--- config.mk ---
export PLATFORM = sky130hd
export DESIGN_NAME = vldu_top
export DESIGN_NICKNAME = d
export VERILOG_FILES = /design/src/vldu_pkg.sv /design/src/beat_packer.sv /design/src/result_queue.sv /design/src/vinsn_queue.sv /design/src/vldu_top.sv
export SDC_FILE = /design/constraint.sdc
export NUM_CORES = 1
export LEC_CHECK = 0
export BUFFER_PORTS_ARGS = -buffer_cell sky130_fd_sc_hd__buf_2
export CAP_MARGIN = 20
export CORE_MARGIN = 2
export CORE_UTILIZATION = 50
export DETAILED_ROUTE_END_ITERATION = 16
export HOLD_SLACK_MARGIN = 0.03
export MAX_ROUTING_LAYER = met4
export PLACE_DENSITY = 0.76
export SLEW_MARGIN = 20
export SYNTH_ARGS = -nofsm -noshare
export SYNTH_HDL_FRONTEND = slang
export SYNTH_HIERARCHICAL = 1
export SYNTH_SLANG_ARGS = --single-unit
--- constraint.sdc ---
create_clock -name clk_i -period 23.1 [get_ports clk_i]
set_input_delay 3.465 -clock clk_i [delete_from_list [all_inputs] [get_ports clk_i]]
set_output_delay 3.465 -clock clk_i [all_outputs]
set_load 0.03 [all_outputs]
--- src/vldu_pkg.sv ---
/*
 * Shared sizes and types of the vector load unit.
 * Elements and lane words are both 64 bits, so one read beat is one element.
 * VInsnQueueDepth, ResultQueueDepth and NrLanes must be powers of two,
 * because the pointers wrap by overflow.
 */
package vldu_pkg;

  ////////////////////////////////////////////////////////////////////////////
  // Sizes
  ////////////////////////////////////////////////////////////////////////////

  localparam int unsigned NrLanes          = 4;
  localparam int unsigned ElenBytes        = 8;
  localparam int unsigned NrVInsn          = 8;
  localparam int unsigned VInsnQueueDepth  = 4;
  localparam int unsigned ResultQueueDepth = 2;
  // Lane words per vector register, 32 elements at most per instruction
  localparam int unsigned VRegWords        = 8;

  // Derived pointer widths
  localparam int unsigned LaneIdxW = $clog2(NrLanes);
  localparam int unsigned VqPtrW   = $clog2(VInsnQueueDepth);
  localparam int unsigned RqPtrW   = $clog2(ResultQueueDepth);

  ////////////////////////////////////////////////////////////////////////////
  // Scalar types
  ////////////////////////////////////////////////////////////////////////////

  typedef logic [2:0]               vid_t;
  typedef logic [4:0]               vreg_t;
  // Element count, legal range 1 to 32
  typedef logic [5:0]               vl_t;
  // Register number times VRegWords plus word index
  typedef logic [7:0]               vaddr_t;
  typedef logic [8*ElenBytes-1:0]   elen_t;
  typedef logic [ElenBytes-1:0]     strb_t;
  typedef logic [$clog2(VRegWords)-1:0] word_idx_t;
  typedef logic [LaneIdxW-1:0]      lane_idx_t;
  typedef logic [VqPtrW-1:0]        vq_ptr_t;
  typedef logic [VqPtrW:0]          vq_cnt_t;
  typedef logic [RqPtrW-1:0]        rq_ptr_t;
  typedef logic [RqPtrW:0]          rq_cnt_t;

  typedef enum logic [1:0] {
    VFU_Alu,
    VFU_LoadUnit,
    VFU_StoreUnit
  } vfu_e;

  ////////////////////////////////////////////////////////////////////////////
  // Bundles
  ////////////////////////////////////////////////////////////////////////////

  // Instruction from the sequencer, 16 bits
  typedef struct packed {
    vid_t  id;
    vfu_e  vfu;
    vreg_t vd;
    vl_t   vl;
  } pe_req_t;

  // Read beat, last is informational only
  typedef struct packed {
    elen_t data;
    logic  last;
  } axi_r_t;

  // One lane's register file write, 83 bits
  typedef struct packed {
    vid_t   id;
    vaddr_t addr;
    elen_t  wdata;
    strb_t  be;
  } lane_result_t;

endpackage

--- src/beat_packer.sv ---
/*
 * Spreads read beats over the lanes of one register word.
 * Beats are full and aligned, one 64-bit element each. Element n goes to
 * lane n mod NrLanes of word n / NrLanes. A finished word is pushed in the
 * cycle of its last beat, or held while the result queue is full, and the
 * read channel stalls as long as it is held.
 */
`timescale 1ns/1ns

module beat_packer import vldu_pkg::*; (
  input  logic                       clk_i,
  input  logic                       rst_ni,
  // Memory read channel
  input  axi_r_t                     r_i,
  input  logic                       r_valid_i,
  output logic                       r_ready_o,
  // Instruction being issued
  input  pe_req_t                    issue_req_i,
  input  logic                       issue_valid_i,
  output logic                       issue_done_o,
  // Result queue side
  output logic                       push_o,
  output lane_result_t [NrLanes-1:0] push_word_o,
  input  logic                       full_i
);

  // Progress within the current instruction
  vl_t       elem_cnt_q, elem_cnt_d;
  lane_idx_t lane_q, lane_d;
  logic      pending_q, pending_d;

  // Assembly register
  elen_t [NrLanes-1:0] data_q, data_d;
  strb_t [NrLanes-1:0] be_q, be_d;
  vid_t                id_q, id_d;
  vaddr_t              addr_q, addr_d;

  logic   beat_fire;
  logic   last_elem;
  logic   word_done;
  vaddr_t word_addr;

  // No new beat while a finished word waits for space
  assign r_ready_o = issue_valid_i && !pending_q;
  assign beat_fire = r_valid_i && r_ready_o;

  assign last_elem    = (elem_cnt_q == issue_req_i.vl - vl_t'(1));
  assign issue_done_o = beat_fire && last_elem;
  // Word closes when the lane pointer wraps or the instruction ends
  assign word_done    = beat_fire && (last_elem || (lane_q == lane_idx_t'(NrLanes - 1)));

  // vd * VRegWords + word index, VRegWords being the range of word_idx_t
  assign word_addr = {issue_req_i.vd, word_idx_t'(elem_cnt_q >> LaneIdxW)};

  always_comb begin
    data_d     = data_q;
    be_d       = be_q;
    id_d       = id_q;
    addr_d     = addr_q;
    elem_cnt_d = elem_cnt_q;
    lane_d     = lane_q;
    if (beat_fire) begin
      data_d[lane_q] = r_i.data;
      be_d[lane_q]   = '1;
      id_d           = issue_req_i.id;
      addr_d         = word_addr;
      elem_cnt_d     = last_elem ? '0 : elem_cnt_q + vl_t'(1);
      lane_d         = last_elem ? '0 : lane_q + 1'b1;
    end
    // Hand over now if the queue has room, else keep it
    push_o    = (word_done || pending_q) && !full_i;
    pending_d = (word_done || pending_q) && full_i;
    for (int l = 0; l < NrLanes; l++) begin
      push_word_o[l] = '{id: id_d, addr: addr_d, wdata: data_d[l], be: be_d[l]};
    end
    // Unfilled lanes of the next word get zero enables
    if (push_o) begin
      be_d = '0;
    end
  end

  always_ff @(posedge clk_i) begin
    data_q <= data_d;
    id_q   <= id_d;
    addr_q <= addr_d;
  end

  always_ff @(posedge clk_i or negedge rst_ni) begin
    if (!rst_ni) begin
      elem_cnt_q <= '0;
      lane_q     <= '0;
      pending_q  <= 1'b0;
      be_q       <= '0;
    end else begin
      elem_cnt_q <= elem_cnt_d;
      lane_q     <= lane_d;
      pending_q  <= pending_d;
      be_q       <= be_d;
    end
  end

endmodule

--- src/result_queue.sv ---
/*
 * Two-entry queue of register words, one valid bit per lane and entry.
 * Every lane of the head word is requested, also those with zero enables.
 * Lanes are granted independently and the head pops in the cycle its last
 * outstanding lane is granted. A push is taken only while full_o is low.
 */
`timescale 1ns/1ns

module result_queue import vldu_pkg::*; (
  input  logic                       clk_i,
  input  logic                       rst_ni,
  // From the beat packer
  input  logic                       push_i,
  input  lane_result_t [NrLanes-1:0] push_word_i,
  output logic                       full_o,
  // Lane write ports
  output logic         [NrLanes-1:0] ldu_result_req_o,
  output lane_result_t [NrLanes-1:0] ldu_result_o,
  input  logic         [NrLanes-1:0] ldu_result_gnt_i,
  // Head entry retired
  output logic                       pop_o
);

  // Word storage and per-lane pending requests
  lane_result_t [ResultQueueDepth-1:0][NrLanes-1:0] mem_q;
  logic [ResultQueueDepth-1:0][NrLanes-1:0] valid_q, valid_d;

  rq_ptr_t wr_pnt_q, rd_pnt_q;
  rq_cnt_t cnt_q;
  logic    push_fire;

  assign full_o    = (cnt_q == rq_cnt_t'(ResultQueueDepth));
  assign push_fire = push_i && !full_o;

  // Head entry drives all lanes
  assign ldu_result_req_o = valid_q[rd_pnt_q];
  assign ldu_result_o     = mem_q[rd_pnt_q];

  always_comb begin
    valid_d = valid_q;
    // A grant retires that lane's request
    for (int l = 0; l < NrLanes; l++) begin
      if (valid_q[rd_pnt_q][l] && ldu_result_gnt_i[l]) begin
        valid_d[rd_pnt_q][l] = 1'b0;
      end
    end
    // Pop once nothing is left in the head
    pop_o = (cnt_q != '0) && (valid_d[rd_pnt_q] == '0);
    // New word requests every lane
    if (push_fire) begin
      valid_d[wr_pnt_q] = '1;
    end
  end

  always_ff @(posedge clk_i) begin
    if (push_fire) begin
      mem_q[wr_pnt_q] <= push_word_i;
    end
  end

  always_ff @(posedge clk_i or negedge rst_ni) begin
    if (!rst_ni) begin
      valid_q  <= '0;
      wr_pnt_q <= '0;
      rd_pnt_q <= '0;
      cnt_q    <= '0;
    end else begin
      valid_q <= valid_d;
      if (push_fire) begin
        wr_pnt_q <= wr_pnt_q + 1'b1;
      end
      if (pop_o) begin
        rd_pnt_q <= rd_pnt_q + 1'b1;
      end
      cnt_q <= cnt_q + rq_cnt_t'(push_fire) - rq_cnt_t'(pop_o);
    end
  end

endmodule

--- src/vinsn_queue.sv ---
/*
 * Four-entry instruction queue with separate accept, issue and commit phases.
 * Requests for other units or with a still running ID are dropped silently,
 * even while ready is high. The words of the instruction at commit are
 * counted by result queue pops, and its done bit pulses one cycle after
 * the last pop.
 */
`timescale 1ns/1ns

module vinsn_queue import vldu_pkg::*; (
  input  logic               clk_i,
  input  logic               rst_ni,
  // Sequencer side
  input  pe_req_t            pe_req_i,
  input  logic               pe_req_valid_i,
  output logic               pe_req_ready_o,
  input  logic [NrVInsn-1:0] vinsn_running_i,
  // Issue phase towards the beat packer
  output pe_req_t            issue_req_o,
  output logic               issue_valid_o,
  input  logic               issue_done_i,
  // Commit phase from the result queue
  input  logic               pop_i,
  output logic               load_complete_o,
  output logic [NrVInsn-1:0] vinsn_done_o
);

  // Instruction storage
  pe_req_t [VInsnQueueDepth-1:0] vinsn_q;

  // Phase pointers and occupancy
  vq_ptr_t accept_pnt_q, issue_pnt_q, commit_pnt_q;
  vq_cnt_t issue_cnt_q, commit_cnt_q;

  // IDs in flight in this unit
  logic [NrVInsn-1:0] running_q, running_d;
  logic [NrVInsn-1:0] done_d;

  // Words already popped for the instruction at commit
  word_idx_t commit_word_q;
  word_idx_t last_word;

  pe_req_t commit_insn;
  logic    full;
  logic    accept;

  ////////////////////////////////////////////////////////////////////////////
  // Accept
  ////////////////////////////////////////////////////////////////////////////

  assign full           = (commit_cnt_q == vq_cnt_t'(VInsnQueueDepth));
  assign pe_req_ready_o = !full;

  // Only loads with an idle ID enter the queue
  assign accept = pe_req_valid_i && !full && (pe_req_i.vfu == VFU_LoadUnit) &&
                  !running_q[pe_req_i.id];

  // Issue side sees the oldest instruction not yet fully received
  assign issue_req_o   = vinsn_q[issue_pnt_q];
  assign issue_valid_o = (issue_cnt_q != '0);

  ////////////////////////////////////////////////////////////////////////////
  // Commit
  ////////////////////////////////////////////////////////////////////////////

  assign commit_insn = vinsn_q[commit_pnt_q];
  // Index of the final word, four elements per word
  assign last_word   = word_idx_t'((commit_insn.vl - vl_t'(1)) >> LaneIdxW);

  // Last word of the committing instruction leaves the result queue
  assign load_complete_o = pop_i && (commit_cnt_q != '0) && (commit_word_q == last_word);

  always_comb begin
    // Sequencer clears bits of retired IDs
    running_d = running_q & vinsn_running_i;
    if (accept) begin
      running_d[pe_req_i.id] = 1'b1;
    end
    done_d = '0;
    if (load_complete_o) begin
      done_d[commit_insn.id] = 1'b1;
    end
  end

  // Entries carry no reset
  always_ff @(posedge clk_i) begin
    if (accept) begin
      vinsn_q[accept_pnt_q] <= pe_req_i;
    end
  end

  always_ff @(posedge clk_i or negedge rst_ni) begin
    if (!rst_ni) begin
      accept_pnt_q  <= '0;
      issue_pnt_q   <= '0;
      commit_pnt_q  <= '0;
      issue_cnt_q   <= '0;
      commit_cnt_q  <= '0;
      commit_word_q <= '0;
      running_q     <= '0;
      vinsn_done_o  <= '0;
    end else begin
      running_q    <= running_d;
      vinsn_done_o <= done_d;
      if (accept) begin
        accept_pnt_q <= accept_pnt_q + 1'b1;
      end
      if (issue_done_i) begin
        issue_pnt_q <= issue_pnt_q + 1'b1;
      end
      // Occupancy follows accept, issue and commit events of this cycle
      issue_cnt_q  <= issue_cnt_q + vq_cnt_t'(accept) - vq_cnt_t'(issue_done_i);
      commit_cnt_q <= commit_cnt_q + vq_cnt_t'(accept) - vq_cnt_t'(load_complete_o);
      if (load_complete_o) begin
        commit_pnt_q  <= commit_pnt_q + 1'b1;
        commit_word_q <= '0;
      end else if (pop_i) begin
        commit_word_q <= commit_word_q + 1'b1;
      end
    end
  end

endmodule

--- src/vldu_top.sv ---
/*
 * Vector load unit top level.
 * Chain of instruction queue, beat packer and result queue. Back-pressure
 * runs from the lane grants through the result queue to r_ready_o.
 */
`timescale 1ns/1ns

module vldu_top import vldu_pkg::*; (
  input  logic                       clk_i,
  input  logic                       rst_ni,
  // Sequencer
  input  pe_req_t                    pe_req_i,
  input  logic                       pe_req_valid_i,
  output logic                       pe_req_ready_o,
  input  logic         [NrVInsn-1:0] vinsn_running_i,
  output logic         [NrVInsn-1:0] vinsn_done_o,
  output logic                       load_complete_o,
  // Memory read channel
  input  axi_r_t                     r_i,
  input  logic                       r_valid_i,
  output logic                       r_ready_o,
  // Lanes
  output logic         [NrLanes-1:0] ldu_result_req_o,
  output lane_result_t [NrLanes-1:0] ldu_result_o,
  input  logic         [NrLanes-1:0] ldu_result_gnt_i
);

  // Issue phase
  pe_req_t issue_req;
  logic    issue_valid;
  logic    issue_done;

  // Word hand-over and commit feedback
  logic                       push;
  lane_result_t [NrLanes-1:0] push_word;
  logic                       rq_full;
  logic                       pop;

  vinsn_queue i_vinsn_queue (
    .clk_i, .rst_ni, .pe_req_i, .pe_req_valid_i, .pe_req_ready_o, .vinsn_running_i,
    .issue_req_o (issue_req), .issue_valid_o (issue_valid), .issue_done_i (issue_done),
    .pop_i (pop), .load_complete_o, .vinsn_done_o
  );

  beat_packer i_beat_packer (
    .clk_i, .rst_ni, .r_i, .r_valid_i, .r_ready_o,
    .issue_req_i (issue_req), .issue_valid_i (issue_valid), .issue_done_o (issue_done),
    .push_o (push), .push_word_o (push_word), .full_i (rq_full)
  );

  result_queue i_result_queue (
    .clk_i, .rst_ni, .push_i (push), .push_word_i (push_word), .full_o (rq_full),
    .ldu_result_req_o, .ldu_result_o, .ldu_result_gnt_i, .pop_o (pop)
  );

endmodule

==> impl_table.tex <==
\begin{tabular}{lr}
\hline
Metric & Value \\
\hline
\multicolumn{2}{l}{\textbf{Synth}} \\
Syn Inst Count & 2386 \\
Net count of the mapped netlist & 2502 \\
Yosys warning count & 6 \\
Post-Synthesis Mean Instance Area & 16.4 um\^{}2 \\
Area of the mapped netlist & $\sim$0.039 mm\^{}2 \\
\multicolumn{2}{l}{\textbf{Drt}} \\
Detail Route Antenna Nets & 0 \\
Drt drc & 0 \\
Detailed-route wire length & 82700 um \\
Starting DRC count in detailed routing & 1406 \\
Number of vias in the routed layout & around 21k \\
Pre-antenna DRT Iters & 5 \\
Post-detailed-route via-to-cell ratio & 5.24 \\
Average wire per cell in the routed design & between 20 and 25 um \\
\multicolumn{2}{l}{\textbf{Die}} \\
Floorplan die height & 283 um \\
Die Span X & 283 um \\
Number of top-level pins & 444 \\
Core Region & between 0.07 and 0.08 mm\^{}2 \\
Total die area & 0.0803 mm\^{}2 \\
Count of standard-cell rows & $\sim$100 \\
Initial core utilization & 50.4\% \\
\multicolumn{2}{l}{\textbf{Clock tree}} \\
CTS tree & done \\
Maximum buffer depth of the clock tree & 3 \\
Clock latency at the later pin of the worst-skew pair & 0.68 ns \\
Count of cells resized by post-cts repair & 0 \\
Clk slew on worst S/H paths & approximately 0.06 ns \\
Clock net sink count & 1071 \\
Number of hold buffers added after CTS & 0 \\
Number of clock buffers inserted by TritonCTS & 104 \\
Cell at the root of the clock tree & clkbuf\_16 \\
H-tree depth & 3 \\
Number of setup buffers added after CTS & 0 \\
\multicolumn{2}{l}{\textbf{GRT}} \\
Wire length of the first global-routing pass & $\sim$130000 um \\
Total GRT Usage & 20.8\% \\
Grt total ovfl & 0 \\
Largest net degree at the start of global routing & 156 \\
Vias in the first global route & 21.5k \\
Antenna violations before repair & 7 \\
\multicolumn{2}{l}{\textbf{Timing}} \\
Final setup TNS & 0 ns \\
Total count of hold-check failures in the final report & 0 \\
Final Max Tran Viols & 0 \\
Period utilization & 38.6\% \\
Worst-margin pin slew & roughly 1.1 ns \\
Setup repair after global routing missed its margin & false \\
Setup violators final & 0 \\
Fmax achieved & roughly 0.11 GHz \\
Clk\_skew & roughly 0.047 ns \\
Max-slew headroom at the worst pin & approximately 28\% \\
Clock period minus final worst setup slack & between 8 and 9 ns \\
\multicolumn{2}{l}{\textbf{Pwr}} \\
Leakage & 17.5 nW \\
PnR Total Power & around 6.7 mW \\
Pwr dens & 147 mW/mm\^{}2 \\
Largest voltage drop on the vdd net & 0.0904 mV \\
\multicolumn{2}{l}{\textbf{Hold path}} \\
Type of the tightest min-delay check & flip-flop to flip-flop \\
Hold path depth & 2 \\
\multicolumn{2}{l}{\textbf{Run}} \\
Number of maximum-capacitance constraint violations & 0 \\
\multicolumn{2}{l}{\textbf{Final layout}} \\
Layout cells sized above 1 & 38.9\% \\
Util after Layout & 58.9\% \\
Total of fill cells in the finished design & 5802 \\
Most common cell after layout, fill and taps aside & edfxtp\_1 \\
Net count of the finished layout & 2937 \\
Summed area of non-filler cells in the final layout & 0.0455 mm\^{}2 \\
Highest-count cells in the layout ignoring fill and taps & edfxtp\_1, mux2\_2, nand2\_1, buf\_2, dfxtp\_1 \\
Area growth syn-to-layout & 16.8\% \\
Final instance count without filler cells & 3960 \\
\multicolumn{2}{l}{\textbf{Place}} \\
Area of placed instances & 0.0420 mm\^{}2 \\
Total instance count after detailed placement & about 3.8k \\
Placed wire-length estimate & 50200 um \\
Buffers added on ports & 442 \\
Final weighted congestion in routability-driven placement & 0.823 \\
\multicolumn{2}{l}{\textbf{Critical path}} \\
Depth of the most critical reg-to-reg path & 14 \\
Req. time, crit path & 19.64 ns \\
Arrival time reported for the critical path endpoint & 5.46 ns \\
Maximum net fanout on the critical path & 11 \\
CP startpoint kind & primary input \\
CP endpoint kind & output pin \\
Type of the worst setup path & primary input to output pin \\
\multicolumn{2}{l}{\textbf{Run status}} \\
Status & complete, no violations \\
\hline
\end{tabular}
==> worst paths after layout <==
check	slack (ns)	endpoint	startpoint
max reg2reg	16.17	i_result_queue/mem_q[312]	i_vinsn_queue/issue_pnt_q[0]
min in group asynchronous	2.89	i_result_queue/valid_q[5]	rst_ni
min reg2reg	0.46	i_beat_packer/data_q[190]	i_beat_packer/data_q[190]
min	0.46	i_beat_packer/data_q[190]	i_beat_packer/data_q[190]
max	14.18	load_complete_o	ldu_result_gnt_i[0]
max in group asynchronous	19.63	i_result_queue/rd_pnt_q	rst_ni
==> metal layers <==
layer / share of wire, % / global-route usage (%) / up-vias
li1: - / - / 9454
met1: 40 / 25.1 / 10570
met2: 51 / 35.3 / 571
met3: 5.3 / 3.49 / 155
met4: 3.5 / 7.69 / 0
met5: 0 / - / -
==> worst max-delay path, stage by stage <==
cell      delay [ns]
buf_2           0.09
inv_1           0.05
a222oi_1        0.44
o211a_1         0.44
o31a_1          0.29
nand3_2         0.27
inv_1           0.16
buf_2           0.23
==> registers in the layout, indices dropped and copies added (netlist names) <==
| name | cells |
|---|---|
| i_beat_packer/addr_q | 8 |
| i_beat_packer/be_q | 32 |
| i_beat_packer/data_q | 256 |
| i_beat_packer/elem_cnt_q | 6 |
| i_beat_packer/id_q | 3 |
| i_beat_packer/lane_q | 2 |
| i_beat_packer/pending_q | 1 |
| i_result_queue/cnt_q | 2 |
| i_result_queue/mem_q | 664 |
| i_result_queue/rd_pnt_q | 1 |
| i_result_queue/valid_q | 8 |
| i_result_queue/wr_pnt_q | 1 |
| i_vinsn_queue/accept_pnt_q | 2 |
| i_vinsn_queue/commit_cnt_q | 3 |
| i_vinsn_queue/commit_pnt_q | 2 |
| i_vinsn_queue/commit_word_q | 3 |
| i_vinsn_queue/issue_cnt_q | 3 |
| i_vinsn_queue/issue_pnt_q | 2 |
| i_vinsn_queue/running_q | 8 |
| i_vinsn_queue/vinsn_done_o | 8 |
| i_vinsn_queue/vinsn_q | 56 |
==> per-stage QoR <==
step / worst slack [ns] / hold WS, ns
floorplan: 3.97 / 0.429
global placement: 14.11 / 0.438
detailed placement: 14.00 / 0.449
CTS: 14.20 / 0.464
global route: 14.06 / 0.478
finish: 14.18 / 0.463
==> final cells by class <==
type / count / area (um^2) / share of cell area [%]
antenna: 7 / 17.5 / 0.0385
sequential: 1071 / 29100 / 63.8
clock inverter: 52 / 597 / 1.31
multi-input combinational: 1154 / 9140 / 20.1
clock buffer: 146 / 2910 / 6.39
tap: 1040 / 1300 / 2.86
timing repair buffer: 462 / 2390 / 5.26
inverter: 28 / 113 / 0.247
==> power by group <==
| group | internal [mW] | leakage [nW] | total, mW | switching, mW |
|---|---|---|---|---|
| clock | 0.978 | 1.71 | 1.69 | 0.714 |
| sequential | 2.73 | 9.81 | 2.88 | 0.152 |
| combinational | 0.746 | 5.99 | 2.14 | 1.40 |
Power figures use the tool's default switching activity.
